## config.mk

```make
export PLATFORM = sky130hd
export DESIGN_NAME = alu_unit_flat
export DESIGN_NICKNAME = d
export VERILOG_FILES = /design/src/ooo_pkg.sv /design/src/ooo_ifs.sv /design/src/alu_unit.sv /design/src/flat_wrapper.sv
export SDC_FILE = /design/constraint.sdc
export NUM_CORES = 1
export LEC_CHECK = 0
export BUFFER_PORTS_ARGS = -buffer_cell sky130_fd_sc_hd__clkbuf_2
export CAP_MARGIN = 15
export CORE_ASPECT_RATIO = 1.4
export CORE_MARGIN = 1
export CORE_UTILIZATION = 35
export DETAILED_ROUTE_END_ITERATION = 8
export HOLD_SLACK_MARGIN = 0.02
export SLEW_MARGIN = 25
export SYNTH_ARGS = -nofsm -noshare
export SYNTH_HDL_FRONTEND = slang
export SYNTH_SLANG_ARGS = --single-unit
```

## constraint.sdc

```tcl
create_clock -name clk -period 6.6 [get_ports clk]
set_clock_uncertainty 0.2 [all_clocks]
set_input_delay 0.66 -clock clk [delete_from_list [all_inputs] [get_ports clk]]
set_output_delay 0.66 -clock clk [all_outputs]
set_load 0.01 [all_outputs]
```

## src/ooo_pkg.sv

```systemverilog
package ooo_pkg;

    // dispatch width, instructions per cycle
    localparam int SS = 2;

    // default depth of each reservation table
    localparam int RS_ENTRIES = 8;

    localparam int NUM_PREGS = 32;
    localparam int NUM_ROB = 32;

    typedef logic [$clog2(NUM_PREGS)-1:0] preg_t;
    typedef logic [$clog2(NUM_ROB)-1:0] rob_id_t;
    typedef logic [31:0] word_t;

    // selects both the table and the functional unit
    typedef enum logic {
        FU_ALU = 1'b0,
        FU_MUL = 1'b1
    } fu_kind_e;

    // encodings fixed, the stimulus file uses the raw numbers
    typedef enum logic [2:0] {
        OP_ADD = 3'd0,
        OP_SUB = 3'd1,
        OP_XOR = 3'd2,
        OP_AND = 3'd3,
        OP_OR  = 3'd4,
        OP_SLL = 3'd5
    } alu_op_e;

    // control that rides alongside the multiplier datapath
    typedef struct packed {
        logic    valid;
        rob_id_t rob_id;
        preg_t   dest_tag;
    } mul_stage_t;

endpackage
```

## src/ooo_ifs.sv

```systemverilog
`timescale 1ns/1ps

// table to functional unit, operands come back from the register file
interface issue_if;
    import ooo_pkg::*;

    logic    valid;
    rob_id_t rob_id;
    alu_op_e op;
    preg_t   src1_tag;
    preg_t   src2_tag;
    logic    use_imm;
    word_t   imm;
    preg_t   dest_tag;
    logic    ready;
    word_t   src1_val;
    word_t   src2_val;

    modport table_mp (
        output valid, rob_id, op, src1_tag, src2_tag, use_imm, imm, dest_tag,
        input  ready
    );
    modport unit_mp (
        input  valid, rob_id, op, use_imm, imm, dest_tag, src1_val, src2_val,
        output ready
    );
    modport prf_mp (
        input  src1_tag, src2_tag,
        output src1_val, src2_val
    );
endinterface


```

## src/alu_unit.sv

```systemverilog
`timescale 1ns/1ps

module alu_unit (
    input  logic             clk,
    input  logic             rst,
    issue_if.unit_mp         iss,
    output logic             res_valid,
    output ooo_pkg::rob_id_t res_rob_id,
    output ooo_pkg::preg_t   res_tag,
    output ooo_pkg::word_t   res_value,
    input  logic             res_taken
);
    import ooo_pkg::*;

    word_t opnd_b;
    word_t alu_out;

    assign opnd_b = iss.use_imm ? iss.imm : iss.src2_val;

    always_comb begin
        case (iss.op)
            OP_ADD:  alu_out = iss.src1_val + opnd_b;
            OP_SUB:  alu_out = iss.src1_val - opnd_b;
            OP_XOR:  alu_out = iss.src1_val ^ opnd_b;
            OP_AND:  alu_out = iss.src1_val & opnd_b;
            OP_OR:   alu_out = iss.src1_val | opnd_b;
            OP_SLL:  alu_out = iss.src1_val << opnd_b[4:0];
            default: alu_out = '0;
        endcase
    end

    // result slot free or leaving, and nothing already on its way in
    assign iss.ready = (!res_valid || res_taken) && !iss.valid;

    always_ff @(posedge clk) begin
        if (rst) begin
            res_valid <= 1'b0;
        end else if (iss.valid) begin
            res_valid <= 1'b1;
        end else if (res_taken) begin
            res_valid <= 1'b0;
        end
    end

    // held until the arbiter takes it
    always_ff @(posedge clk) begin
        if (iss.valid) begin
            res_rob_id <= iss.rob_id;
            res_tag <= iss.dest_tag;
            res_value <= alu_out;
        end
    end

endmodule

```

## src/flat_wrapper.sv

```systemverilog
// flat-port wrapper written by rule: the top's interface ports become plain ports
module alu_unit_flat import ooo_pkg::*;
  (clk, rst, res_valid, res_rob_id, res_tag, res_value, res_taken, iss_valid, iss_rob_id, iss_op, iss_use_imm, iss_imm, iss_dest_tag, iss_src1_val, iss_src2_val, iss_ready);
  issue_if iss_i ();
  input  logic clk;
  input  logic rst;
  output logic res_valid;
  output ooo_pkg::rob_id_t res_rob_id;
  output ooo_pkg::preg_t res_tag;
  output ooo_pkg::word_t res_value;
  input  logic res_taken;
  input wire logic [$bits(iss_i.valid)-1:0] iss_valid;
  input wire logic [$bits(iss_i.rob_id)-1:0] iss_rob_id;
  input wire logic [$bits(iss_i.op)-1:0] iss_op;
  input wire logic [$bits(iss_i.use_imm)-1:0] iss_use_imm;
  input wire logic [$bits(iss_i.imm)-1:0] iss_imm;
  input wire logic [$bits(iss_i.dest_tag)-1:0] iss_dest_tag;
  input wire logic [$bits(iss_i.src1_val)-1:0] iss_src1_val;
  input wire logic [$bits(iss_i.src2_val)-1:0] iss_src2_val;
  output wire logic [$bits(iss_i.ready)-1:0] iss_ready;
  assign iss_i.valid = iss_valid;
  assign iss_i.rob_id = iss_rob_id;
  assign iss_i.op = iss_op;
  assign iss_i.use_imm = iss_use_imm;
  assign iss_i.imm = iss_imm;
  assign iss_i.dest_tag = iss_dest_tag;
  assign iss_i.src1_val = iss_src1_val;
  assign iss_i.src2_val = iss_src2_val;
  assign iss_ready = iss_i.ready;
  alu_unit u_core (.clk(clk), .rst(rst), .iss(iss_i), .res_valid(res_valid), .res_rob_id(res_rob_id), .res_tag(res_tag), .res_value(res_value), .res_taken(res_taken));
endmodule
```

Word level (Yosys, flattened, before mapping)
Index checks and enable logic that the tools add are counted.
{"block": "totals", "output_inout_bits": 44, "in_bits": 114, "ff_bits": 43, "word_cells": 25}
{"block": "op_classes", "eq_ne": 5, "n_mux": 4, "bitwise": 3, "n_reduce_logical": 6, "shift": 1, "add_sub_neg": 2}
{"op": "one-hot mux 32 bit (6 select lines)", "n": 1}
{"op": "adder 32 bit", "n": 1}
{"op": "bitwise AND 32 bit", "n": 1}
{"op": "2-to-1 mux 32 bit", "n": 1}
{"op": "bitwise OR 32 bit", "n": 1}
{"op": "<< shifter 32 x 5 -> 32 bit", "n": 1}
{"op": "subtractor 32 bit", "n": 1}
{"op": "XOR 32 bit", "n": 1}
{"op": "== test 3 x 2 -> 1 bit, second input constant", "n": 2}
{"op": "== test 3 bit, second input constant", "n": 2}
{"op": "== test 3 x 1 -> 1 bit, second input constant", "n": 1}
{"op": "logical NOT 3 bit", "n": 1}
{"op": "logical NOT 1 bit", "n": 2}
{"op": "2-to-1 mux 1 bit", "n": 2}
{"op": "nonzero test 2 bit", "n": 1}
{"op": "logical AND 1 bit", "n": 1}
{"op": "logical OR 1 bit", "n": 1}

Longest topological paths before layout
{"block": "depth", "word_depth": 3, "mapped_depth": 20, "ltp_nobuf": 17}

Least setup slack after synthesis
No wires, ideal clock.
{"block": "synth_path", "path_type": "input to register", "from": "input iss_use_imm", "to": "register u_core.res_value[31], data pin", "t_required_ns": 6.135, "setup_time_ns": 0.265, "cell_stages": 19, "path_buffers": 4, "path_slack_ns": 1.512, "t_arrival_ns": 4.623, "path_cell_list": "buf_6 > buf_6 > mux2i_1 > buf_2 > buf_2 > ha_1 > nand3_1 > nor2_1 > a21o_1 > a31oi_1 > xnor2_1 > ha_1 > a211oi_1 > nand3b_1 > o2111a_1 > o21ai_0 > nand4_1 > a31o_1 > or3_1"}
{"block": "synth_between", "elab_chain_cells": 3, "word_cells_on_any_way": 8, "classes_between": "add/sub: 2; shift: 1; mux: 2; bitwise: 3"}
{"element": "from (decl)", "line": "flat_wrapper.sv:15", "source": "input wire logic [$bits(iss_i.use_imm)-1:0] iss_use_imm;"}
{"element": "2-to-1 mux 32 bit (*)", "line": "alu_unit.sv:18", "source": "assign opnd_b = iss.use_imm ? iss.imm : iss.src2_val;"}
{"element": "subtractor 32 bit, or another cell as far along", "line": "alu_unit.sv:23", "source": "OP_SUB: alu_out = iss.src1_val - opnd_b;"}
{"element": "one-hot mux 32 bit (6 select lines) (*)", "line": "alu_unit.sv:21", "source": "case (iss.op)"}
{"element": "via u_core.alu_out[31]", "line": "alu_unit.sv:16", "source": "word_t alu_out;"}
{"element": "to (signal assigned)", "line": "alu_unit.sv:50", "source": "res_value <= alu_out;"}
{"element": "to (decl)", "line": "alu_unit.sv:10", "source": "output ooo_pkg::word_t res_value,"}
Mark *: on every way through the listed nets, which the timed path passes. The rest lies on a longest branch.
A chain may end at the register's enable or synchronous reset.

Worst setup path after layout
Ends and elaborated chain as after synthesis.

==> results.tsv <==
stage	metric	value	unit
outcome	outcome	finished clean	
logic_synthesis	yosys_warnings	0	
die	die-area	0.02247	mm^2
worst_setup_path	r2r_slack	5.78	ns
worst_setup_path	r2r-end	u_core.res_valid$_SDFFE_PP0P_	
clocking	clock_path_buffers	2	
final_layout	nNetsFinal	1258	
hold_path	hold_path_class	in2reg	
die	die_x	127.0	um
timing	clock.fmax	0.1870	GHz
final_layout	postLayoutCoreUtil	0.4147	
worst_setup_path	path_common_cell	and3_1	
worst_setup_path	start_kind	input pin	
worst_setup_path	cpPeakStageDelay	0.52	ns
logic_synthesis	yosysUniqueCellTypes	81	
die	die_h	177.0	um
timing	drv_slew	0	
timing	worstMarginPinSlew	0.9403	ns
die	rows	63	
logic_synthesis	synth_async_sr_flop_share	0	
die	core_area	0.02128	mm^2
timing	setup_violations	0	
grt	grt_pass1_wl	39760	um
final_layout	area_delta_synth_final	15.32	%
clocking	cts_buffers	5	
routing	routed_wl	26140	um
logic_synthesis	syn_area	0.007654	mm^2
logic_synthesis	synth_edf_count	42	
routing	ant_nets	0	
worst_setup_path	cp_max_fo	25	
worst_setup_path	cp_cell_sequence	buf_2 > buf_4 > mux2i_1 > and4_2 > and3_1 > a41oi_1 > a21oi_1 > o21ai_0 > xnor2_1 > ha_1 > and3_1 > and3_1 > o21ai_0 > nand4_1 > a31o_1 > or3_1	
routing	drc	0	
die	start_util	0.3596	
timing	hold_violations	0	
routing	vias_per_cell	5.842	
final_layout	diodes	0	
routing	initialDrtViolationCount	629	
timing	fin_setup_tns	0	ns
place	gp_congestion	0.9460	
clocking	cts_setup_buffers	0	
clocking	cts_resized	0	
place	place_hpwl	21130	um
clocking	cts_sinks	43	
routing	wire_per_inst	20.01	um
logic_synthesis	yosysSeqAreaShare	0.1674	
timing	finalCriticalPeriod	5.348	ns
worst_setup_path	required	6.44	ns
clocking	h-tree-depth	2	
logic_synthesis	syn_inst	913	
logic_synthesis	synth_top_flop_cell	edfxtp_1	
power	leakagePower	4.229	nW
worst_setup_path	cp-endpoint	u_core.res_value[31]$_DFFE_PP_	
worst_setup_path	cp_top_family	simple AND/OR/NAND/NOR gates	
logic_synthesis	avgSynthCellArea	8.383	um^2
clocking	clk_pin_slew	0.06	ns
worst_setup_path	reg2regPathDepth	2	
worst_setup_path	crit_buf_inv	2	
grt	antenna_found_initial	0	
power	power_density	154.7	mW/mm^2
worst_setup_path	endpoint_kind	flip-flop	
power	vdd_drop_max	77.68	uV
grt	grt_max_degree	44	
worst_setup_path	critPathKind	in2reg	
timing	fin_crit_sh	0.8103	
clocking	holdBufCountCts	0	
worst_setup_path	cp-startpoint	iss_use_imm	
worst_setup_path	crit_arrival	5.19	ns
worst_setup_path	r2r-start	u_core.res_valid$_SDFFE_PP0P_	
final_layout	drive_above_1_share	0.2065	
clocking	cts-root-buf	clkbuf_16	
logic_synthesis	ys_seq_elements	43	
grt	overflow	0	
clocking	cts_tree	built	
clocking	clk_latency	0.30	ns
timing	slew-limit-headroom	0.3708	
flow_run	cap_violations	0	
grt	grt_pass1_vias	7231	
routing	vias	7629	
worst_setup_path	worst-path-stages	16	
place	numPortBuffers	157	
logic_synthesis	syn-num-nets	1126	
worst_setup_path	critPathSlowestCell	mux2i_1	
timing	rsz0062_at_grt	false	
routing	first_pass_iters	5	
die	io_pins	158	
grt	globalRouteTotalUtil	0.2322	
## worst min-delay path by stage
stage                                        startpoint                            end  slack, ns  cells after the start
after floorplan           u_core.res_valid$_SDFFE_PP0P_  u_core.res_valid$_SDFFE_PP0P_       0.39                      2
after global placement    u_core.res_valid$_SDFFE_PP0P_  u_core.res_valid$_SDFFE_PP0P_       0.29                      2
after detailed placement  u_core.res_valid$_SDFFE_PP0P_  u_core.res_valid$_SDFFE_PP0P_       0.30                      2
after CTS                                           rst  u_core.res_valid$_SDFFE_PP0P_       0.30                      2
after global routing                                rst  u_core.res_valid$_SDFFE_PP0P_       0.32                      2
final                                               rst  u_core.res_valid$_SDFFE_PP0P_       0.31                      2
## cell families (layout without fill, tap and decap cells)
kind of cell / count (synthesis) / after routing / share of synthesized area
flops: 43 / 43 / 0.1674
mux: 143 / 143 / 0.1976
simple gates: 211 / 211 / 0.1355
compound gates: 242 / 242 / 0.2089
fa+ha+maj: 99 / 99 / 0.1628
buf+inv: 121 / 254 / 0.06490
xor+xnor: 54 / 54 / 0.06278
## through the flow
stage	setup WS, ns	area, um^2	hold WS (ns)	total power [W]	cells
detailed placement	0.9777	8685	0.2996	0.001119	1298
global placement	1.025	8685	0.2873	0.001112	1298
floorplan	1.512	7654	0.3928	0.0008722	913
CTS	1.308	8826	0.2994	0.001375	1306
global route	0.7686	8826	0.3157	0.001459	1306
finish	1.252	8826	0.3080	0.001365	1306
## layout make-up
class / instances / area (um^2)
Inverter: 75 / 281.5
Clock buffer: 6 / 128.9
Clock inverter: 2 / 12.51
Tap cell: 260 / 325.3
Multi-Input combinational cell: 749 / 5906
Timing Repair Buffer: 171 / 890.9
Fill cell: 2263 / 12460
Sequential cell: 43 / 1281
## worst register-to-register path: stages (launching register included)
cell	delay (ns)
dfxtp_1	0.31
a21oi_1	0.15
nor2_1	0.05
## sequential cells by signal, indices dropped and copies added, names as in the netlist
| name | count |
|---|---|
| u_core.res_valid | 1 |
| u_core.res_value | 32 |
| u_core.res_rob_id | 5 |
| u_core.res_tag | 5 |
## synthesized netlist by cell type (4+ instances only)
master / count / area share
o211ai_1: 11 / 0.011
xor2_1: 10 / 0.011
clkbuf_1: 23 / 0.011
nor3_1: 8 / 0.0052
inv_1: 71 / 0.035
a31oi_1: 13 / 0.011
nor2b_1: 4 / 0.0033
edfxtp_1: 42 / 0.16
nand2_1: 77 / 0.038
and3_1: 12 / 0.0098
buf_2: 8 / 0.0052
o21ai_0: 43 / 0.028
o21a_1: 5 / 0.0049
nand4_1: 9 / 0.0074
o22ai_1: 27 / 0.022
o221ai_1: 10 / 0.011
mux2i_1: 132 / 0.17
a221o_1: 7 / 0.0092
a21oi_1: 65 / 0.043
a21o_1: 12 / 0.012
nand2b_1: 7 / 0.0057
nor2_1: 45 / 0.022
ha_1: 98 / 0.16
a211oi_1: 7 / 0.0069
or3_1: 5 / 0.0041
nand3_1: 15 / 0.0098
buf_1: 10 / 0.0049
o31ai_1: 4 / 0.0039
mux4_2: 5 / 0.015
and2_1: 7 / 0.0057
xnor2_1: 43 / 0.049
mux2_2: 5 / 0.0074
## layout by cell type, fill, tap and decap left out, types with 13 or more instances in the layout
cell type  instances
nor2_1            45
xnor2_1           43
edfxtp_1          42
clkbuf_2         156
nand3_1           15
mux2i_1          130
ha_1              98
inv_1             71
o21ai_0           43
nand2_1           77
o22ai_1           27
a31oi_1           13
a21oi_1           65
buf_4             14
## where the power goes
| part | internal (W) | total (W) | switching, W | leakage, nW |
|---|---|---|---|---|
| combinational | 0.000308 | 0.000766 | 0.000459 | 3.75 |
| sequential | 0.000343 | 0.000352 | 0.00000831 | 0.416 |
| clock | 0.000140 | 0.000247 | 0.000107 | 0.0669 |
| total | 0.000791 | 0.00137 | 0.000575 | 4.23 |
## routing by layer
metal / global-route usage / wire (um) / part of all wire / vias up
li1: - / - / - / 3644
met1: 0.2599 / 10090 / 0.39 / 3618
met2: 0.4169 / 13100 / 0.50 / 292
met3: 0.03023 / 1426 / 0.055 / 75
met4: 0.1404 / 1528 / 0.058 / 0
met5: 0 / 0 / 0 / -
(Power assumes the default switching activity.)
