==> src/ooo_pkg.sv <==
package ooo_pkg;

    // dispatch width, instructions per cycle
    localparam int SS = 2;

    // default depth of each reservation table
    localparam int RS_ENTRIES = 8;

    localparam int NUM_PREGS = 32;
    localparam int NUM_ROB = 32;

    typedef logic [$clog2(NUM_PREGS)-1:0] preg_t;
    typedef logic [$clog2(NUM_ROB)-1:0] rob_id_t;
    typedef logic [31:0] word_t;

    // selects both the table and the functional unit
    typedef enum logic {
        FU_ALU = 1'b0,
        FU_MUL = 1'b1
    } fu_kind_e;

    // encodings fixed, the stimulus file uses the raw numbers
    typedef enum logic [2:0] {
        OP_ADD = 3'd0,
        OP_SUB = 3'd1,
        OP_XOR = 3'd2,
        OP_AND = 3'd3,
        OP_OR  = 3'd4,
        OP_SLL = 3'd5
    } alu_op_e;

    // control that rides alongside the multiplier datapath
    typedef struct packed {
        logic    valid;
        rob_id_t rob_id;
        preg_t   dest_tag;
    } mul_stage_t;

endpackage
==> src/ooo_ifs.sv <==
`timescale 1ns/1ps

// table to functional unit, operands come back from the register file
interface issue_if;
    import ooo_pkg::*;

    logic    valid;
    rob_id_t rob_id;
    alu_op_e op;
    preg_t   src1_tag;
    preg_t   src2_tag;
    logic    use_imm;
    word_t   imm;
    preg_t   dest_tag;
    logic    ready;
    word_t   src1_val;
    word_t   src2_val;

    modport table_mp (
        output valid, rob_id, op, src1_tag, src2_tag, use_imm, imm, dest_tag,
        input  ready
    );
    modport unit_mp (
        input  valid, rob_id, op, use_imm, imm, dest_tag, src1_val, src2_val,
        output ready
    );
    modport prf_mp (
        input  src1_tag, src2_tag,
        output src1_val, src2_val
    );
endinterface

// one result per cycle, broadcast to everyone waiting
interface cdb_if;
    import ooo_pkg::*;

    logic    valid;
    rob_id_t rob_id;
    preg_t   dest_tag;
    word_t   value;

    modport bus_mp (output valid, rob_id, dest_tag, value);
    modport snoop_mp (input valid, rob_id, dest_tag, value);
endinterface

==> src/phys_reg_file.sv <==
`timescale 1ns/1ps

module phys_reg_file (
    input  logic                        clk,
    input  logic                        rst,
    issue_if.prf_mp                     alu_iss,
    issue_if.prf_mp                     mul_iss,
    cdb_if.snoop_mp                     cdb,
    input  logic                        disp_valid    [ooo_pkg::SS],
    input  ooo_pkg::preg_t              disp_src1_tag [ooo_pkg::SS],
    input  ooo_pkg::preg_t              disp_src2_tag [ooo_pkg::SS],
    input  ooo_pkg::preg_t              disp_dest_tag [ooo_pkg::SS],
    input  logic                        dispatch_stall,
    output logic [ooo_pkg::SS-1:0][1:0] src_ready
);
    import ooo_pkg::*;

    word_t                regs [NUM_PREGS];
    logic [NUM_PREGS-1:0] ready_q;

    // operand reads for issue
    assign alu_iss.src1_val = regs[alu_iss.src1_tag];
    assign alu_iss.src2_val = regs[alu_iss.src2_tag];
    assign mul_iss.src1_val = regs[mul_iss.src1_tag];
    assign mul_iss.src2_val = regs[mul_iss.src2_tag];

    // readiness for the dispatched sources, with cdb bypass
    always_comb begin
        for (int i = 0; i < SS; i++) begin
            src_ready[i][0] = ready_q[disp_src1_tag[i]] ||
                              (cdb.valid && cdb.dest_tag == disp_src1_tag[i]);
            src_ready[i][1] = ready_q[disp_src2_tag[i]] ||
                              (cdb.valid && cdb.dest_tag == disp_src2_tag[i]);
            // producer in an earlier slot of the same pair
            for (int k = 0; k < i; k++) begin
                if (disp_valid[k] && disp_dest_tag[k] == disp_src1_tag[i]) begin
                    src_ready[i][0] = 1'b0;
                end
                if (disp_valid[k] && disp_dest_tag[k] == disp_src2_tag[i]) begin
                    src_ready[i][1] = 1'b0;
                end
            end
        end
    end

    always_ff @(posedge clk) begin
        if (rst) begin
            ready_q <= '1;
            for (int r = 0; r < NUM_PREGS; r++) begin
                regs[r] <= '0;
            end
        end else begin
            if (cdb.valid) begin
                regs[cdb.dest_tag] <= cdb.value;
                ready_q[cdb.dest_tag] <= 1'b1;
            end
            // new destination goes pending, beats a cdb write
            for (int i = 0; i < SS; i++) begin
                if (disp_valid[i] && !dispatch_stall) begin
                    ready_q[disp_dest_tag[i]] <= 1'b0;
                end
            end
        end
    end

endmodule

==> src/flat_wrapper.sv <==
// flat-port wrapper written by rule: the top's interface ports become plain ports
module phys_reg_file_flat import ooo_pkg::*;
  (clk, rst, disp_valid, disp_src1_tag, disp_src2_tag, disp_dest_tag, dispatch_stall, src_ready, alu_iss_src1_tag, alu_iss_src2_tag, alu_iss_src1_val, alu_iss_src2_val, mul_iss_src1_tag, mul_iss_src2_tag, mul_iss_src1_val, mul_iss_src2_val, cdb_valid, cdb_rob_id, cdb_dest_tag, cdb_value);
  issue_if alu_iss_i ();
  issue_if mul_iss_i ();
  cdb_if cdb_i ();
  input  logic clk;
  input  logic rst;
  input  logic disp_valid[ooo_pkg::SS];
  input  ooo_pkg::preg_t disp_src1_tag[ooo_pkg::SS];
  input  ooo_pkg::preg_t disp_src2_tag[ooo_pkg::SS];
  input  ooo_pkg::preg_t disp_dest_tag[ooo_pkg::SS];
  input  logic dispatch_stall;
  output logic [ooo_pkg::SS-1:0][1:0] src_ready;
  input wire logic [$bits(alu_iss_i.src1_tag)-1:0] alu_iss_src1_tag;
  input wire logic [$bits(alu_iss_i.src2_tag)-1:0] alu_iss_src2_tag;
  output wire logic [$bits(alu_iss_i.src1_val)-1:0] alu_iss_src1_val;
  output wire logic [$bits(alu_iss_i.src2_val)-1:0] alu_iss_src2_val;
  input wire logic [$bits(mul_iss_i.src1_tag)-1:0] mul_iss_src1_tag;
  input wire logic [$bits(mul_iss_i.src2_tag)-1:0] mul_iss_src2_tag;
  output wire logic [$bits(mul_iss_i.src1_val)-1:0] mul_iss_src1_val;
  output wire logic [$bits(mul_iss_i.src2_val)-1:0] mul_iss_src2_val;
  input wire logic [$bits(cdb_i.valid)-1:0] cdb_valid;
  input wire logic [$bits(cdb_i.rob_id)-1:0] cdb_rob_id;
  input wire logic [$bits(cdb_i.dest_tag)-1:0] cdb_dest_tag;
  input wire logic [$bits(cdb_i.value)-1:0] cdb_value;
  assign alu_iss_i.src1_tag = alu_iss_src1_tag;
  assign alu_iss_i.src2_tag = alu_iss_src2_tag;
  assign alu_iss_src1_val = alu_iss_i.src1_val;
  assign alu_iss_src2_val = alu_iss_i.src2_val;
  assign mul_iss_i.src1_tag = mul_iss_src1_tag;
  assign mul_iss_i.src2_tag = mul_iss_src2_tag;
  assign mul_iss_src1_val = mul_iss_i.src1_val;
  assign mul_iss_src2_val = mul_iss_i.src2_val;
  assign cdb_i.valid = cdb_valid;
  assign cdb_i.rob_id = cdb_rob_id;
  assign cdb_i.dest_tag = cdb_dest_tag;
  assign cdb_i.value = cdb_value;
  phys_reg_file u_core (.clk(clk), .rst(rst), .alu_iss(alu_iss_i), .mul_iss(mul_iss_i), .cdb(cdb_i), .disp_valid(disp_valid), .disp_src1_tag(disp_src1_tag), .disp_src2_tag(disp_src2_tag), .disp_dest_tag(disp_dest_tag), .dispatch_stall(dispatch_stall), .src_ready(src_ready));
endmodule
==> config.mk <==
export PLATFORM = sky130hd
export DESIGN_NAME = phys_reg_file_flat
export DESIGN_NICKNAME = d
export VERILOG_FILES = /design/src/ooo_pkg.sv /design/src/ooo_ifs.sv /design/src/phys_reg_file.sv /design/src/flat_wrapper.sv
export SDC_FILE = /design/constraint.sdc
export NUM_CORES = 2
export LEC_CHECK = 0
export BUFFER_PORTS_ARGS = -buffer_cell sky130_fd_sc_hd__buf_2
export CORE_MARGIN = 3
export CORE_UTILIZATION = 30
export CTS_CLUSTER_DIAMETER = 120
export DETAILED_ROUTE_END_ITERATION = 7
export PLACE_DENSITY = 0.56
export SETUP_SLACK_MARGIN = 0.5
export SYNTH_ARGS = -nofsm -noshare
export SYNTH_HDL_FRONTEND = slang
export SYNTH_SLANG_ARGS = --single-unit
export TNS_END_PERCENT = 30
==> constraint.sdc <==
create_clock -name clk -period 3.5 [get_ports clk]
set_clock_uncertainty 0.2 [all_clocks]
set_input_delay 0.175 -clock clk [delete_from_list [all_inputs] [get_ports clk]]
set_output_delay 0.175 -clock clk [all_outputs]
set_load 0.02 [all_outputs]
**After elaboration in Yosys (flattened, before gate mapping)**

Memories as Yosys holds them, arrays and structs flattened.
Index checks and enable logic that the tools add are counted.

- Bits in registers: 32
- Memory bits (writable): 1024
- Bits of input ports: 98
- Output and inout bits: 132
- Memories kept: 1

Memories:

| name | words | width | rd ports | clocked after memory_dff | write ports | RTL line | source |
|---|---|---|---|---|---|---|---|
| u_core.regs | 32 | 32 | 4 | 0 | 32 | phys_reg_file.sv:18 | `word_t regs [NUM_PREGS];` |

- Order comparisons: 10
- Equal/unequal tests: 6
- Mux-type cells: 29
- Bitwise logic cells: 5
- Reduce and logical (&&, ||, !) cells: 17

Operator list:

| cell | number |
|---|---|
| 32-bit 2-to-1 mux | 6 |
| 32-bit bitwise AND | 2 |
| 32-bit NOT | 2 |
| 5-bit by 6-bit < comparator with 1-bit output (second input constant) | 7 |
| 32-bit bitwise OR | 1 |
| 32-bit OR reduction | 1 |
| 5-bit == test | 6 |
| 1-bit binary-select mux with 5-bit select | 4 |
| 1-bit demux with 5-bit select | 3 |
| 5-bit by 1-bit greater-or-equal comparator with 1-bit output (second input constant) | 3 |
| 1-bit 2-to-1 mux | 15 |
| 1-bit logical AND | 11 |
| 5-bit 2-to-1 mux | 1 |
| 1-bit logical OR | 4 |
| 1-bit logical NOT | 1 |

**Longest topological paths before layout**

- Depth after elaboration: 12
- Mapped depth: 8

**Worst setup path after synthesis**

OpenSTA, ideal clock, no wires.

- Path kind: input to register
- From: input cdb_dest_tag[2]
- To: memory u_core.regs[14][0] (netlist bit) (enable)
- Setup time: 0.430 ns
- Arrival time: 2.597 ns
- Path slack: 0.273 ns
- Stages on the path: 4
- Path buffers: 2
- Cell sequence: clkbuf_1 > buf_1 > nand3b_1 > o21bai_1

RTL lines:

| element | RTL line | source |
|---|---|---|
| from (decl) | flat_wrapper.sv:25 | `input wire logic [$bits(cdb_i.dest_tag)-1:0] cdb_dest_tag;` |
| to (decl) | phys_reg_file.sv:18 |  |

==> impl_metrics.json <==
{
  "final_area_um2": 85300,
  "drt_pre_antenna_iters": 6,
  "r2r_setup_slack_ns": 1.75,
  "ant_nets": 0,
  "drt-initial-drc-count": 7238,
  "critPathBufInv": 1,
  "grt_pass1_vias": 48400,
  "final.setup.tns_ns": 0,
  "fp.coreArea_um2": 241000,
  "post-dp-hpwl_um": 172000,
  "p_sw_mw": 10.2,
  "grtUsageTotal_pct": 23.1,
  "wl_per_cell_um": 37.2,
  "critical_path.slowest_cell": "mux4_2",
  "cp_max_fo": 4,
  "place_congestion": 0.836,
  "finalWorstSetupSlack_ns": 0.331,
  "cp_top_family": "multiplexers",
  "numCtsBuffers": 132,
  "p_leak_nw": 28.0,
  "io_pins": 230,
  "arrival_ns": 2.79,
  "die_area_um2": 250000,
  "timing.rr.start": "u_core.ready_q[24]$_SDFF_PP1_",
  "hold_class": "input port to flop",
  "ff2ff_path_depth": 4,
  "clockBufferDepth": 3,
  "finalMaxSlewViolations": 0,
  "pwr-share-seq_pct": 42.0,
  "layout.nets": 4609,
  "ys_types": 43,
  "die_w_um": 500,
  "clk_pin_slew_ns": 0.06,
  "hold_viol": 0,
  "syn-instance-count": 4354,
  "grt_pass1_wl_um": 403000,
  "worstSetupPathType": "flop to primary output",
  "fin_util_pct": 35.3,
  "vdd_drop_max_v": 0.000298,
  "io_buffers": 224,
  "layout-drive-gt1-share_pct": 48.0,
  "netlist_top_cells_count": "mux4_2, and2_1, edfxtp_1",
  "syn_area_per_cell_um2": 16.8,
  "holdPathEnd": "u_core.ready_q[27]$_SDFF_PP1_",
  "die_h_um": 500,
  "place_ws_ns": 0.466,
  "synth_flop_cell": "edfxtp_1",
  "power.share.combinational_pct": 21.1,
  "hp-start": "cdb_dest_tag[4]",
  "p_per_area_nw_per_um2": 425,
  "wl_um": 291000,
  "cp_cell_sequence": "mux4_2 > mux4_2 > mux2_2 > buf_2",
  "internal_power_mw": 26.0,
  "async_flop_share_pct": 0,
  "syn2layout_area_growth_pct": 16.6,
  "synth_area_leader_cell": "edfxtp_1",
  "yosysMostFrequentCell": "mux4_2",
  "holdPathStages": 6,
  "pwr-share-clk_pct": 36.9,
  "placed_cell_area_um2": 79900,
  "synth_top_cell_area_share_pct": 42.1,
  "synth_area_leaders": "edfxtp_1, mux4_2, and2_1",
  "row_count": 180,
  "htreeDepth": 4,
  "syn_nets": 4452,
  "via_per_inst": 6.20,
  "synth_edf_count": 1024,
  "worst-path-stages": 4,
  "crit_path_frequent_cell": "mux4_2",
  "crit_required_ns": 3.12,
  "rr_endpoint": "u_core.ready_q[24]$_SDFF_PP1_",
  "cp-start-kind": "flop",
  "fmax_mhz": 316,
  "synth_seq_cells": 1056,
  "status": "finished clean",
  "min_period_ns": 3.17,
  "slew_headroom_pct": 20.8,
  "max_cap_violations": 0,
  "clk_latency_ns": 0.78,
  "cts_tree": "built",
  "switching_share_pct": 28.2,
  "clock_sinks": 1056,
  "cts_root_buf": "clkbuf_16",
  "netlist_area_um2": 73100,
  "yosysSeqAreaShare_pct": 42.9,
  "end_kind": "primary output",
  "vias": 48600,
  "synth_warnings": 0,
  "worst_slew_pin_slew_ns": 1.19,
  "cts_setup_buffers": 0,
  "drcViolationCount": 0,
  "final-setup-viol-count": 0,
  "start_util_pct": 30.3,
  "rsz0062_at_grt": "true",
  "grt_start_max_net_pins": 66,
  "grt_overflow": 0,
  "max_stage_delay_ns": 0.51,
  "fin_crit_sh_pct": 90.5,
  "antenna_found_initial": 30
}
-- logic make-up (layout without fill, tap and decap cells) --
group / Yosys count / in the layout / share of synthesized area (%)
mux: 1449 / 1449 / 42.6
xor+xnor: 29 / 29 / 0.347
other cells: 0 / 30 / 0
compound gates: 81 / 81 / 0.822
buf+inv: 536 / 797 / 3.21
simple gates: 1203 / 1203 / 10.1
flops: 1056 / 1056 / 42.9
-- power groups by stage --
stage | logic (mW) | registers [mW] | clock network (mW)
finish | 7.66 | 15.2 | 13.4
global placement | 7.37 | 15.4 | 0
floorplan | 4.70 | 15.2 | 0
global route | 7.92 | 15.3 | 14.1
CTS | 7.61 | 15.2 | 13.5
detailed placement | 7.37 | 15.4 | 0
-- final cells by class --
class | count | area [µm²]
Fill cell | 22700 | 156000
Multi-Input combinational cell | 2762 | 39900
Sequential cell | 1056 | 31400
Timing Repair Buffer | 558 | 5830
Tap cell | 3185 | 3990
Clock buffer | 166 | 3520
Clock inverter | 72 | 581
Antenna cell | 30 | 75.1
Inverter | 1 | 3.75
-- layer usage --
layer,GRT usage [%],wire length (µm)
met4,9.41,12100
met1,30.7,109000
met3,4.99,31800
met2,36.9,139000
met5,0,52
-- tightest hold or removal path: stages --
cell and delay, ns:
buf_2 0.10, buf_4 0.21, nand3b_1 0.18, nor2_1 0.09
o21ai_0 0.17, nand2b_1 0.05
-- flip-flops by register name (all words and copies together) (netlist names) --
| name | flops |
|---|---|
| u_core.ready_q | 32 |
| u_core.regs | 1024 |
-- cells in the final DEF, fill, tap and decap left out, types with 5 or more instances in the layout --
master,n
edfxtp_1,1024
and3_1,6
dfxtp_1,32
mux2_4,54
diode_2,30
inv_6,10
and3b_1,7
clkinv_2,20
mux4_2,1318
nand2b_1,6
nor3_1,7
buf_8,8
buf_12,127
xnor2_1,8
clkinv_1,27
a21oi_1,16
mux2_2,75
clkbuf_1,30
nor2_1,31
nand2_1,16
a221oi_1,24
a22oi_1,8
nor2_4,31
bufinv_16,7
nand3b_1,6
buf_6,57
nor3b_1,11
dlygate4sd3_1,63
xor2_1,21
o21ai_0,5
or2_2,36
and2_1,1026
nor4_1,5
clkbuf_16,136
buf_2,151
clkinvlp_4,6
buf_4,152
a21o_2,15
-- stage by stage --
step / hold WS [ns] / power (mW) / instances
3_3_place_gp: 0.375 / 22.7 / 7499
4_1_cts: 0.00778 / 36.3 / 7800
2_1_floorplan: 0.173 / 19.9 / 4354
3_5_place_dp: 0.387 / 22.8 / 7499
5_1_grt: 0.0714 / 37.3 / 7804
6_report: 0.0710 / 36.2 / 7830
-- what timing repair did --
action | 4_1_cts | 5_1_grt
gates resized for setup | 105 | 61
cloned | 0 | 0
hold endpoints to repair | 1088 | 0
hold buffers | 63 | 0
endpoints found under the setup margin | 131 | 132
-- worst max path at each step --
stage                                           start                                end  slack, ns
finish                u_core.regs[7][0]$_SDFFCE_PN0P_                alu_iss_src2_val[0]       0.33
global route         u_core.regs[3][17]$_SDFFCE_PN0P_               alu_iss_src2_val[17]       0.28
CTS                 u_core.regs[15][17]$_SDFFCE_PN0P_               alu_iss_src2_val[17]       0.31
detailed placement                    cdb_dest_tag[3]  u_core.regs[11][12]$_SDFFCE_PN0P_       0.47
global placement                  alu_iss_src1_tag[0]               alu_iss_src1_val[13]       0.48
floorplan                             cdb_dest_tag[3]   u_core.regs[10][0]$_SDFFCE_PN0P_       0.38
No activity file was read; power rests on OpenSTA's default activity.
