`config.mk`:
```
export PLATFORM = sky130hd
export DESIGN_NAME = wb_arbiter_flat
export DESIGN_NICKNAME = d
export VERILOG_FILES = /design/src/ooo_pkg.sv /design/src/ooo_ifs.sv /design/src/wb_arbiter.sv /design/src/flat_wrapper.sv
export SDC_FILE = /design/constraint.sdc
export NUM_CORES = 1
export LEC_CHECK = 0
export ABC_AREA = 1
export BUFFER_PORTS_ARGS = -buffer_cell sky130_fd_sc_hd__buf_4
export CORE_MARGIN = 4
export CORE_UTILIZATION = 44
export CTS_CLUSTER_DIAMETER = 50
export DETAILED_ROUTE_END_ITERATION = 10
export PLACE_DENSITY = 0.85
export SETUP_SLACK_MARGIN = 0.02
export SKIP_CTS_REPAIR_TIMING = 1
export SLEW_MARGIN = 20
export SYNTH_ARGS = -nofsm -noshare
export SYNTH_HDL_FRONTEND = slang
export SYNTH_SLANG_ARGS = --single-unit
```
`constraint.sdc`:
```
create_clock -name clk -period 2.94 [get_ports clk]
set_clock_uncertainty 0.05 [all_clocks]
set_input_delay 0.147 -clock clk [delete_from_list [all_inputs] [get_ports clk]]
set_output_delay 0.147 -clock clk [all_outputs]
set_load 0.02 [all_outputs]
```
`src/ooo_pkg.sv`:
```
package ooo_pkg;

    // dispatch width, instructions per cycle
    localparam int SS = 2;

    // default depth of each reservation table
    localparam int RS_ENTRIES = 8;

    localparam int NUM_PREGS = 32;
    localparam int NUM_ROB = 32;

    typedef logic [$clog2(NUM_PREGS)-1:0] preg_t;
    typedef logic [$clog2(NUM_ROB)-1:0] rob_id_t;
    typedef logic [31:0] word_t;

    // selects both the table and the functional unit
    typedef enum logic {
        FU_ALU = 1'b0,
        FU_MUL = 1'b1
    } fu_kind_e;

    // encodings fixed, the stimulus file uses the raw numbers
    typedef enum logic [2:0] {
        OP_ADD = 3'd0,
        OP_SUB = 3'd1,
        OP_XOR = 3'd2,
        OP_AND = 3'd3,
        OP_OR  = 3'd4,
        OP_SLL = 3'd5
    } alu_op_e;

    // control that rides alongside the multiplier datapath
    typedef struct packed {
        logic    valid;
        rob_id_t rob_id;
        preg_t   dest_tag;
    } mul_stage_t;

endpackage
```
`src/ooo_ifs.sv`:
```


// one result per cycle, broadcast to everyone waiting
interface cdb_if;
    import ooo_pkg::*;

    logic    valid;
    rob_id_t rob_id;
    preg_t   dest_tag;
    word_t   value;

    modport bus_mp (output valid, rob_id, dest_tag, value);
    modport snoop_mp (input valid, rob_id, dest_tag, value);
endinterface

```
`src/wb_arbiter.sv`:
```
`timescale 1ns/1ps

module wb_arbiter (
    input  logic             clk,
    input  logic             rst,
    input  logic             alu_valid,
    input  ooo_pkg::rob_id_t alu_rob_id,
    input  ooo_pkg::preg_t   alu_tag,
    input  ooo_pkg::word_t   alu_value,
    input  logic             mul_valid,
    input  ooo_pkg::rob_id_t mul_rob_id,
    input  ooo_pkg::preg_t   mul_tag,
    input  ooo_pkg::word_t   mul_value,
    output logic             alu_taken,
    cdb_if.bus_mp            cdb
);
    // multiplier pipe cannot wait, so it always wins
    assign alu_taken = alu_valid && !mul_valid;

    always_ff @(posedge clk) begin
        if (rst) begin
            cdb.valid <= 1'b0;
        end else begin
            cdb.valid <= alu_valid || mul_valid;
        end
    end

    always_ff @(posedge clk) begin
        if (mul_valid) begin
            cdb.rob_id <= mul_rob_id;
            cdb.dest_tag <= mul_tag;
            cdb.value <= mul_value;
        end else if (alu_valid) begin
            cdb.rob_id <= alu_rob_id;
            cdb.dest_tag <= alu_tag;
            cdb.value <= alu_value;
        end
    end

endmodule

```
`src/flat_wrapper.sv`:
```
// flat-port wrapper written by rule: the top's interface ports become plain ports
module wb_arbiter_flat 
  (clk, rst, alu_valid, alu_rob_id, alu_tag, alu_value, mul_valid, mul_rob_id, mul_tag, mul_value, alu_taken, cdb_valid, cdb_rob_id, cdb_dest_tag, cdb_value);
  cdb_if cdb_i ();
  input  logic clk;
  input  logic rst;
  input  logic alu_valid;
  input  ooo_pkg::rob_id_t alu_rob_id;
  input  ooo_pkg::preg_t alu_tag;
  input  ooo_pkg::word_t alu_value;
  input  logic mul_valid;
  input  ooo_pkg::rob_id_t mul_rob_id;
  input  ooo_pkg::preg_t mul_tag;
  input  ooo_pkg::word_t mul_value;
  output logic alu_taken;
  output wire logic [$bits(cdb_i.valid)-1:0] cdb_valid;
  output wire logic [$bits(cdb_i.rob_id)-1:0] cdb_rob_id;
  output wire logic [$bits(cdb_i.dest_tag)-1:0] cdb_dest_tag;
  output wire logic [$bits(cdb_i.value)-1:0] cdb_value;
  assign cdb_valid = cdb_i.valid;
  assign cdb_rob_id = cdb_i.rob_id;
  assign cdb_dest_tag = cdb_i.dest_tag;
  assign cdb_value = cdb_i.value;
  wb_arbiter u_core (.clk(clk), .rst(rst), .alu_valid(alu_valid), .alu_rob_id(alu_rob_id), .alu_tag(alu_tag), .alu_value(alu_value), .mul_valid(mul_valid), .mul_rob_id(mul_rob_id), .mul_tag(mul_tag), .mul_value(mul_value), .alu_taken(alu_taken), .cdb(cdb_i));
endmodule
```
; Yosys cells after proc, flatten, opt, wreduce, memory -nomap -nowiden
; Index checks and enable logic that the tools add are counted.
[totals]
wordCells = 14
register_bits = 43
inputBits = 88
out_inout_bits = 44
[op_classes]
n_reduce_logical = 4
mux = 6
[op_table]
columns = operator, count
row1 = $mux W32, 2
row2 = $mux W5, 4
row3 = $reduce_bool A2 Y1, 1
row4 = $logic_and A1 B1 Y1, 1
row5 = $logic_not A1 Y1, 1
row6 = $logic_or A1 B1 Y1, 1

; Longest topological paths before layout
; Gate-level depths: netlist of the first run.
[depth]
depth_word = 2
mapped_depth = 5
depth_no_buf = 3

; Least setup slack after synthesis of the first run
; No wires, ideal clock.
[synth_path]
kind = input -> register
from = input port mul_valid
to = register u_core.cdb.dest_tag[0] (enable)
path_stages = 3
setup_time_ps = 396
setup_slack_ps = 1344
path_buffers = 1
arrival_ps = 1149
required_time_ps = 2494
cell_sequence = buf_6 nor2_1 inv_1
[synth_between]
elab_chain_cells = 1
[synth_rtl]
columns = item, line
row1 = "start, declared", flat_wrapper.sv:11  ; input logic mul_valid;
row2 = $reduce_bool A2 Y1 (no source line), n/a
row3 = "end signal, assigned", wb_arbiter.sv:31  ; cdb.dest_tag <= mul_tag;
row4 = "end signal, assigned", wb_arbiter.sv:35  ; cdb.dest_tag <= alu_tag;
row5 = "end, declared", ooo_ifs.sv:12  ; modport bus_mp (output valid, rob_id, dest_tag, value);
; Every way passes these cells.
; A chain may end at the register's enable or synchronous reset.

; Worst setup path after layout of the first run
[layout_path]
from = input port mul_valid
to = register u_core.cdb.value[26] (enable)
[layout_between]
elab_chain_cells = 1
[layout_rtl]
columns = item, line
row1 = $reduce_bool A2 Y1 (no source line), n/a
row2 = "end signal, assigned", wb_arbiter.sv:32  ; cdb.value <= mul_value;
row3 = "end signal, assigned", wb_arbiter.sv:36  ; cdb.value <= alu_value;
row4 = "end, declared", ooo_ifs.sv:12
; Every way passes these cells.

==> key figures, run 1 <==
Global route
  – Met2 usage: 33.2%
  – Gr usage total: 17.2%
  – Antenna violations before repair: 0
  – First-pass GRT wire length: 7020 µm
  – Largest net degree at the start of global routing: 46
  – Total grt overflow: 0
  – GR peak layer: met2
  – Vias in the first global route: 1,722
  – M1 GR Usage: 15.8%
  – GR met3 Demand/Resource: 6.84%

Timing
  – Setup violators final: 0
  – Slew Viols, Final: 0
  – Fin Setup TNS: 0 ns
  – Unrepaired setup endpoints after global routing: false
  – Min Tclk post-route: 1.31 ns
  – Final Hold Vio Count: 0
  – Worst-Margin Slew: 0.517 ns
  – Fmax: 766 MHz
  – Period utilisation layout: 44.4%
  – Max-slew headroom: 65.5%
  – Hold_ws: 0.0707 ns

Synthesis
  – Syn Nets: 272
  – Mapped Area: 0.00190 mm²
  – FF+latch count, synth: 43
  – Post-synth EDFFs: 42
  – Top cells by area, synth: edfxtp_1 (66%), nand2_1 (23%), nand2_2 (3.3%), buf_6 (2.4%), buf_4 (1.6%)
  – Count leader, synth: nand2_1
  – Post-synthesis cell type count: 10
  – Post-synth top area share: 66.5%
  – Synth Area in Compound Gates: 0%
  – Xor/xnor share of the synthesized area: 0%
  – Syn avg cell area: 10.3 µm²
  – Ys flop type: edfxtp_1
  – Cells after Synth: 184
  – Largest family of logic cells by synthesized area: simple AND/OR/NAND/NOR gates
  – Synth warnings: 0
  – Post-synthesis mux area share: 0%
  – Area leader, netlist: edfxtp_1
  – Post-Synth Adder-Cell Area: 0%
  – Post-synthesis simple-gate area fraction: 26.8%
  – Register area share after synthesis: 67.5%
  – Share of flip-flops with an asynchronous set or reset: 0%
  – Post-synth top cells: nand2_1 (116), edfxtp_1 (42), nand2_2 (10)

Power and ir drop
  – Lkg Pwr: 1.51 nW
  – P_int: 0.00109 W
  – PwrDens: 500 mW/mm²
  – Net Sw Power: 0.000383 W
  – Clock Power Share: 23.6%
  – Share of power burned in combinational logic: 24.4%
  – Peak VDD IR: 301 µV
  – Total Power: 0.00148 W
  – Switch share: 25.9%
  – Share of total power in sequential cells: 52.0%

Clock network
  – Clock Sinks: 43
  – Clock-pin slew on the worst setup and hold paths: 0.07 ns
  – CTS H-Tree Depth: 2
  – CTS buffer count: 5
  – CTS tree: built
  – Root Driver: clkbuf_8
  – Clock Path Buffers: 2

Final layout
  – Filler instances: 309
  – # diodes: 0
  – Layout area overhead: 55.5%
  – Final core utilization: 72.2%
  – Share of cells above drive strength 1: 46.8%
  – Post-route design area: 0.00295 mm²
  – Final #Nets: 403

Hold path
  – HP Class: input pin to register
  – HP Start: alu_valid

Route
  – DRC violations left: 0
  – Drt first pass iters: 5
  – Post-DR wirelength/cell: 13.0 µm
  – Starting DRT DRC Count: 92
  – Vias per inst: 4.63
  – ANT nets after route: 0
  – Vias: 1,696
  – Final wirelength: 4740 µm

Floorplanning
  – Die ar.: 0.00543 mm²
  – Core area: 0.00409 mm²
  – Width of the die: 73.7 µm
  – Starting Density: 46.4%
  – Num rows: 23
  – Die Ht: 73.7 µm
  – I/O pin count: 132

Setup path
  – Worst setup SP type: input pin
  – WP buf/inv: 3
  – Worst path cell trace: buf_4 -> nor2_1 -> inv_1 -> buf_4
  – Slowest cell on crit path: buf_4
  – CP arrival: 1.18 ns
  – Cell family with most CP delay: buffers and inverters
  – Required time worst endpoint: 2.81 ns
  – Crit-path max FO: 45
  – CP most frequent cell: buf_4
  – Critical Path Source: mul_valid
  – Worst path max stage delay: 0.44 ns
  – Worst setup EP type: register
  – Worst Setup Path Type: input pin to register

Placement
  – Half-perimeter wire length after detailed placement: 3650 µm
  – I/O Buffers: 131
  – Placed cell area: 0.00286 mm²
  – GPL Wtd Cong: 0.738

Status
  – Status: finished, final reports clean

Run
  – Max-Cap Viols: 0
==> worst min-delay path, delay by kind of cell <==
| family | cells | cell delay [ns] |
|---|---|---|
| and+or+nand+nor | 2 | 0.13 |
| buffers and inverters | 1 | 0.09 |
==> logic make-up after synthesis <==
group,Yosys count
buffers and inverters,12
DFF,43
and+or+nand+nor,129
==> state kept, by name (all words and copies together) (netlist names) <==
name                 count
u_core.cdb.dest_tag      5
u_core.cdb.rob_id        5
u_core.cdb.value        32
u_core.cdb.valid         1
==> power by group through the flow <==
| stage | Sequential [W] | Clock, W | Combinational (W) |
|---|---|---|---|
| 6_report | 0.000767 | 0.000348 | 0.000360 |
| 5_1_grt | 0.000774 | 0.000375 | 0.000387 |
| 3_3_place_gp | 0.000778 | 0 | 0.000357 |
| 2_1_floorplan | 0.000870 | 0 | 0.0000761 |
| 4_1_cts | 0.000768 | 0.000357 | 0.000364 |
| 3_5_place_dp | 0.000782 | 0 | 0.000364 |
==> cell type report <==
class | instances | area, µm² | area share, %
Inverter | 3 | 16.3 | 0.551
Timing Repair Buffer | 133 | 1000 | 33.9
Multi-Input combinational cell | 129 | 509 | 17.3
Sequential cell | 43 | 1280 | 43.4
Clock buffer | 8 | 80.1 | 2.71
Tap cell | 50 | 62.6 | 2.12
==> placed cells by master (no fill, tap or decap) <==
cell	synthesis	final
buf_4	4	132
dfxtp_1	1	1
nor2_1	3	3
clkbuf_8	0	5
clkbuf_1	0	3
inv_6	1	1
inv_1	2	2
edfxtp_1	42	42
dlygate4sd3_1	0	1
nand2_2	10	10
nand2_1	116	116
==> per-stage QoR <==
stage               std cells  worst slack, ns
detailed placement        357             1.33
finish                    366             1.63
global route              366             1.54
floorplan                 184             1.34
CTS                       365             1.63
global placement          357             1.37
==> final timing paths <==
kind,end,depth (start not counted)
worst max-delay path,u_core.cdb.value[26]$_DFFE_PP_,4
worst min-delay path,u_core.cdb.valid$_SDFF_PP0_,3
==> layer usage <==
metal,vias up,share of wire [%],routed length [µm]
li1,843,-,-
met1,767,31,1480
met2,80,55,2590
met3,6,13,610
met4,0,1.2,57
met5,-,0,0
Power figures use the tool's default switching activity.
==> run 2: changes to the inputs <==
- CORE_UTILIZATION: 44 -> 37
- PLACE_DENSITY: 0.85 -> 0.76
- clock period: 2.94 -> 1.1 ns (I/O delays scaled with it)
==> key figures, run 2 (same netlist as run 1, synthesis figures left out) <==
Timing
  – Unrepaired setup endpoints after global routing: false
  – Hold_ws: -0.0115 ns
  – Worst-Margin Slew: 0.325 ns
  – Max-slew headroom: 78.3%
  – Fin Setup TNS: 0 ns
  – Min Tclk post-route: 0.950 ns
  – Fmax: 1050 MHz
  – Slew Viols, Final: 0
  – Setup violators final: 0
  – Final Hold Vio Count: 10
  – Period utilisation layout: 86.3%

Final layout
  – Commonest non-fill, non-tap cells in the layout: buf_4 (133), nand2_1 (116), dlygate4sd3_1 (44)
  – Largest Register: u_core.cdb.value
  – Commonest non-fill, non-tap cell in the layout: buf_4
  – Largest register FFs: 32
  – Biggest regs: u_core.cdb.value x32, u_core.cdb.dest_tag x5, u_core.cdb.rob_id x5
  – Share of cells above drive strength 1: 42.1%
  – # diodes: 0
  – Layout area overhead: 81.4%
  – Final #Nets: 448

Setup path
  – Worst Setup Path Type: register to output pin
  – Worst setup EP type: output pin
  – WP buf/inv: 1
  – Slowest cell on crit path: edfxtp_1
  – Required time worst endpoint: 1.00 ns
  – Crit-path max FO: 1
  – Worst path cell trace: buf_4
  – Worst setup SP type: register
  – Worst path max stage delay: 0.39 ns
  – CP arrival: 0.84 ns
  – Cell family with most CP delay: flip-flops

Floorplanning
  – Die Ht: 79.6 µm
  – Num rows: 25
  – Die ar.: 0.00634 mm²
  – Core area: 0.00485 mm²
  – I/O pin count: 132
  – Width of the die: 79.6 µm
  – Starting Density: 39.1%

Placement
  – GPL Wtd Cong: 0.712
  – I/O Buffers: 131
  – Half-perimeter wire length after detailed placement: 3580 µm

Route
  – Final wirelength: 5460 µm
  – Starting DRT DRC Count: 67
  – Post-DR wirelength/cell: 12.8 µm
  – ANT nets after route: 0
  – DRC violations left: 0
  – Vias: 1,843
  – Vias per inst: 4.31
  – Drt first pass iters: 4

Global route
  – First-pass GRT wire length: 6890 µm
  – Total grt overflow: 0
  – Antenna violations before repair: 0
  – Gr usage total: 14.2%
  – Largest net degree at the start of global routing: 43
  – Vias in the first global route: 1,508

Power and ir drop
  – Lkg Pwr: 1.70 nW
  – PwrDens: 1190 mW/mm²
  – Peak VDD IR: 785 µV

Run
  – Max-Cap Viols: 0

Clock network
  – Clock Path Buffers: 2
  – CTS tree: built
  – Root Driver: clkbuf_8
  – CTS buffer count: 5
  – Clock-pin slew on the worst setup and hold paths: 0.07 ns
  – Clock Sinks: 43
  – CTS H-Tree Depth: 2

Status
  – Failing checks: hold timing
  – Status: complete, but fails checks

Hold path
  – HP Class: input pin to register
==> run 2: area by class of cell <==
class                           instances  area [µm²]
Fill cell                             385        1410
Clock buffer                            8        80.1
Tap cell                               67        83.8
Multi-Input combinational cell        129         517
Inverter                                3        20.0
Sequential cell                        43        1280
Timing Repair Buffer                  178        1460
==> run 2: metal layers <==
metal	track usage [%]	vias to the layer above	wire (µm)
met2	24.7	85	2920
met5	0	-	0
li1	-	935	-
met3	6.77	6	575
met1	15.6	817	1900
met4	3.61	0	63
==> run 2: path summary, 6_finish.rpt <==
path / startpoint / endpoint / depth (start not counted)
hold / removal: alu_value[18] / u_core.cdb.value[18]$_DFFE_PP_ / 3
setup / recovery: u_core.cdb.rob_id[1]$_DFFE_PP_ / cdb_rob_id[1] / 1
==> run 2: through the flow <==
| stage | total power (W) | worst slack [ns] | utilization [%] | cells | cell area, µm² |
|---|---|---|---|---|---|
| after global routing | 0.00429 | 0.105 | 71.0 | 428 | 3440 |
| after floorplan | 0.00254 | -0.209 | - | 184 | 1920 |
| after global placement | 0.00305 | 0.178 | 60.2 | 376 | 2920 |
| after detailed placement | 0.00308 | 0.168 | 60.2 | 376 | 2920 |
| final | 0.00408 | 0.150 | 71.0 | 428 | 3440 |
| after CTS | 0.00400 | 0.140 | 61.9 | 384 | 3000 |
==> run 2: power by group <==
| group | switching, W | internal, W | total [W] |
|---|---|---|---|
| Clock | 0.000472 | 0.000451 | 0.000923 |
| Combinational | 0.000529 | 0.000579 | 0.00111 |
| Sequential | 0.0000471 | 0.00200 | 0.00205 |
| Total | 0.00105 | 0.00303 | 0.00408 |
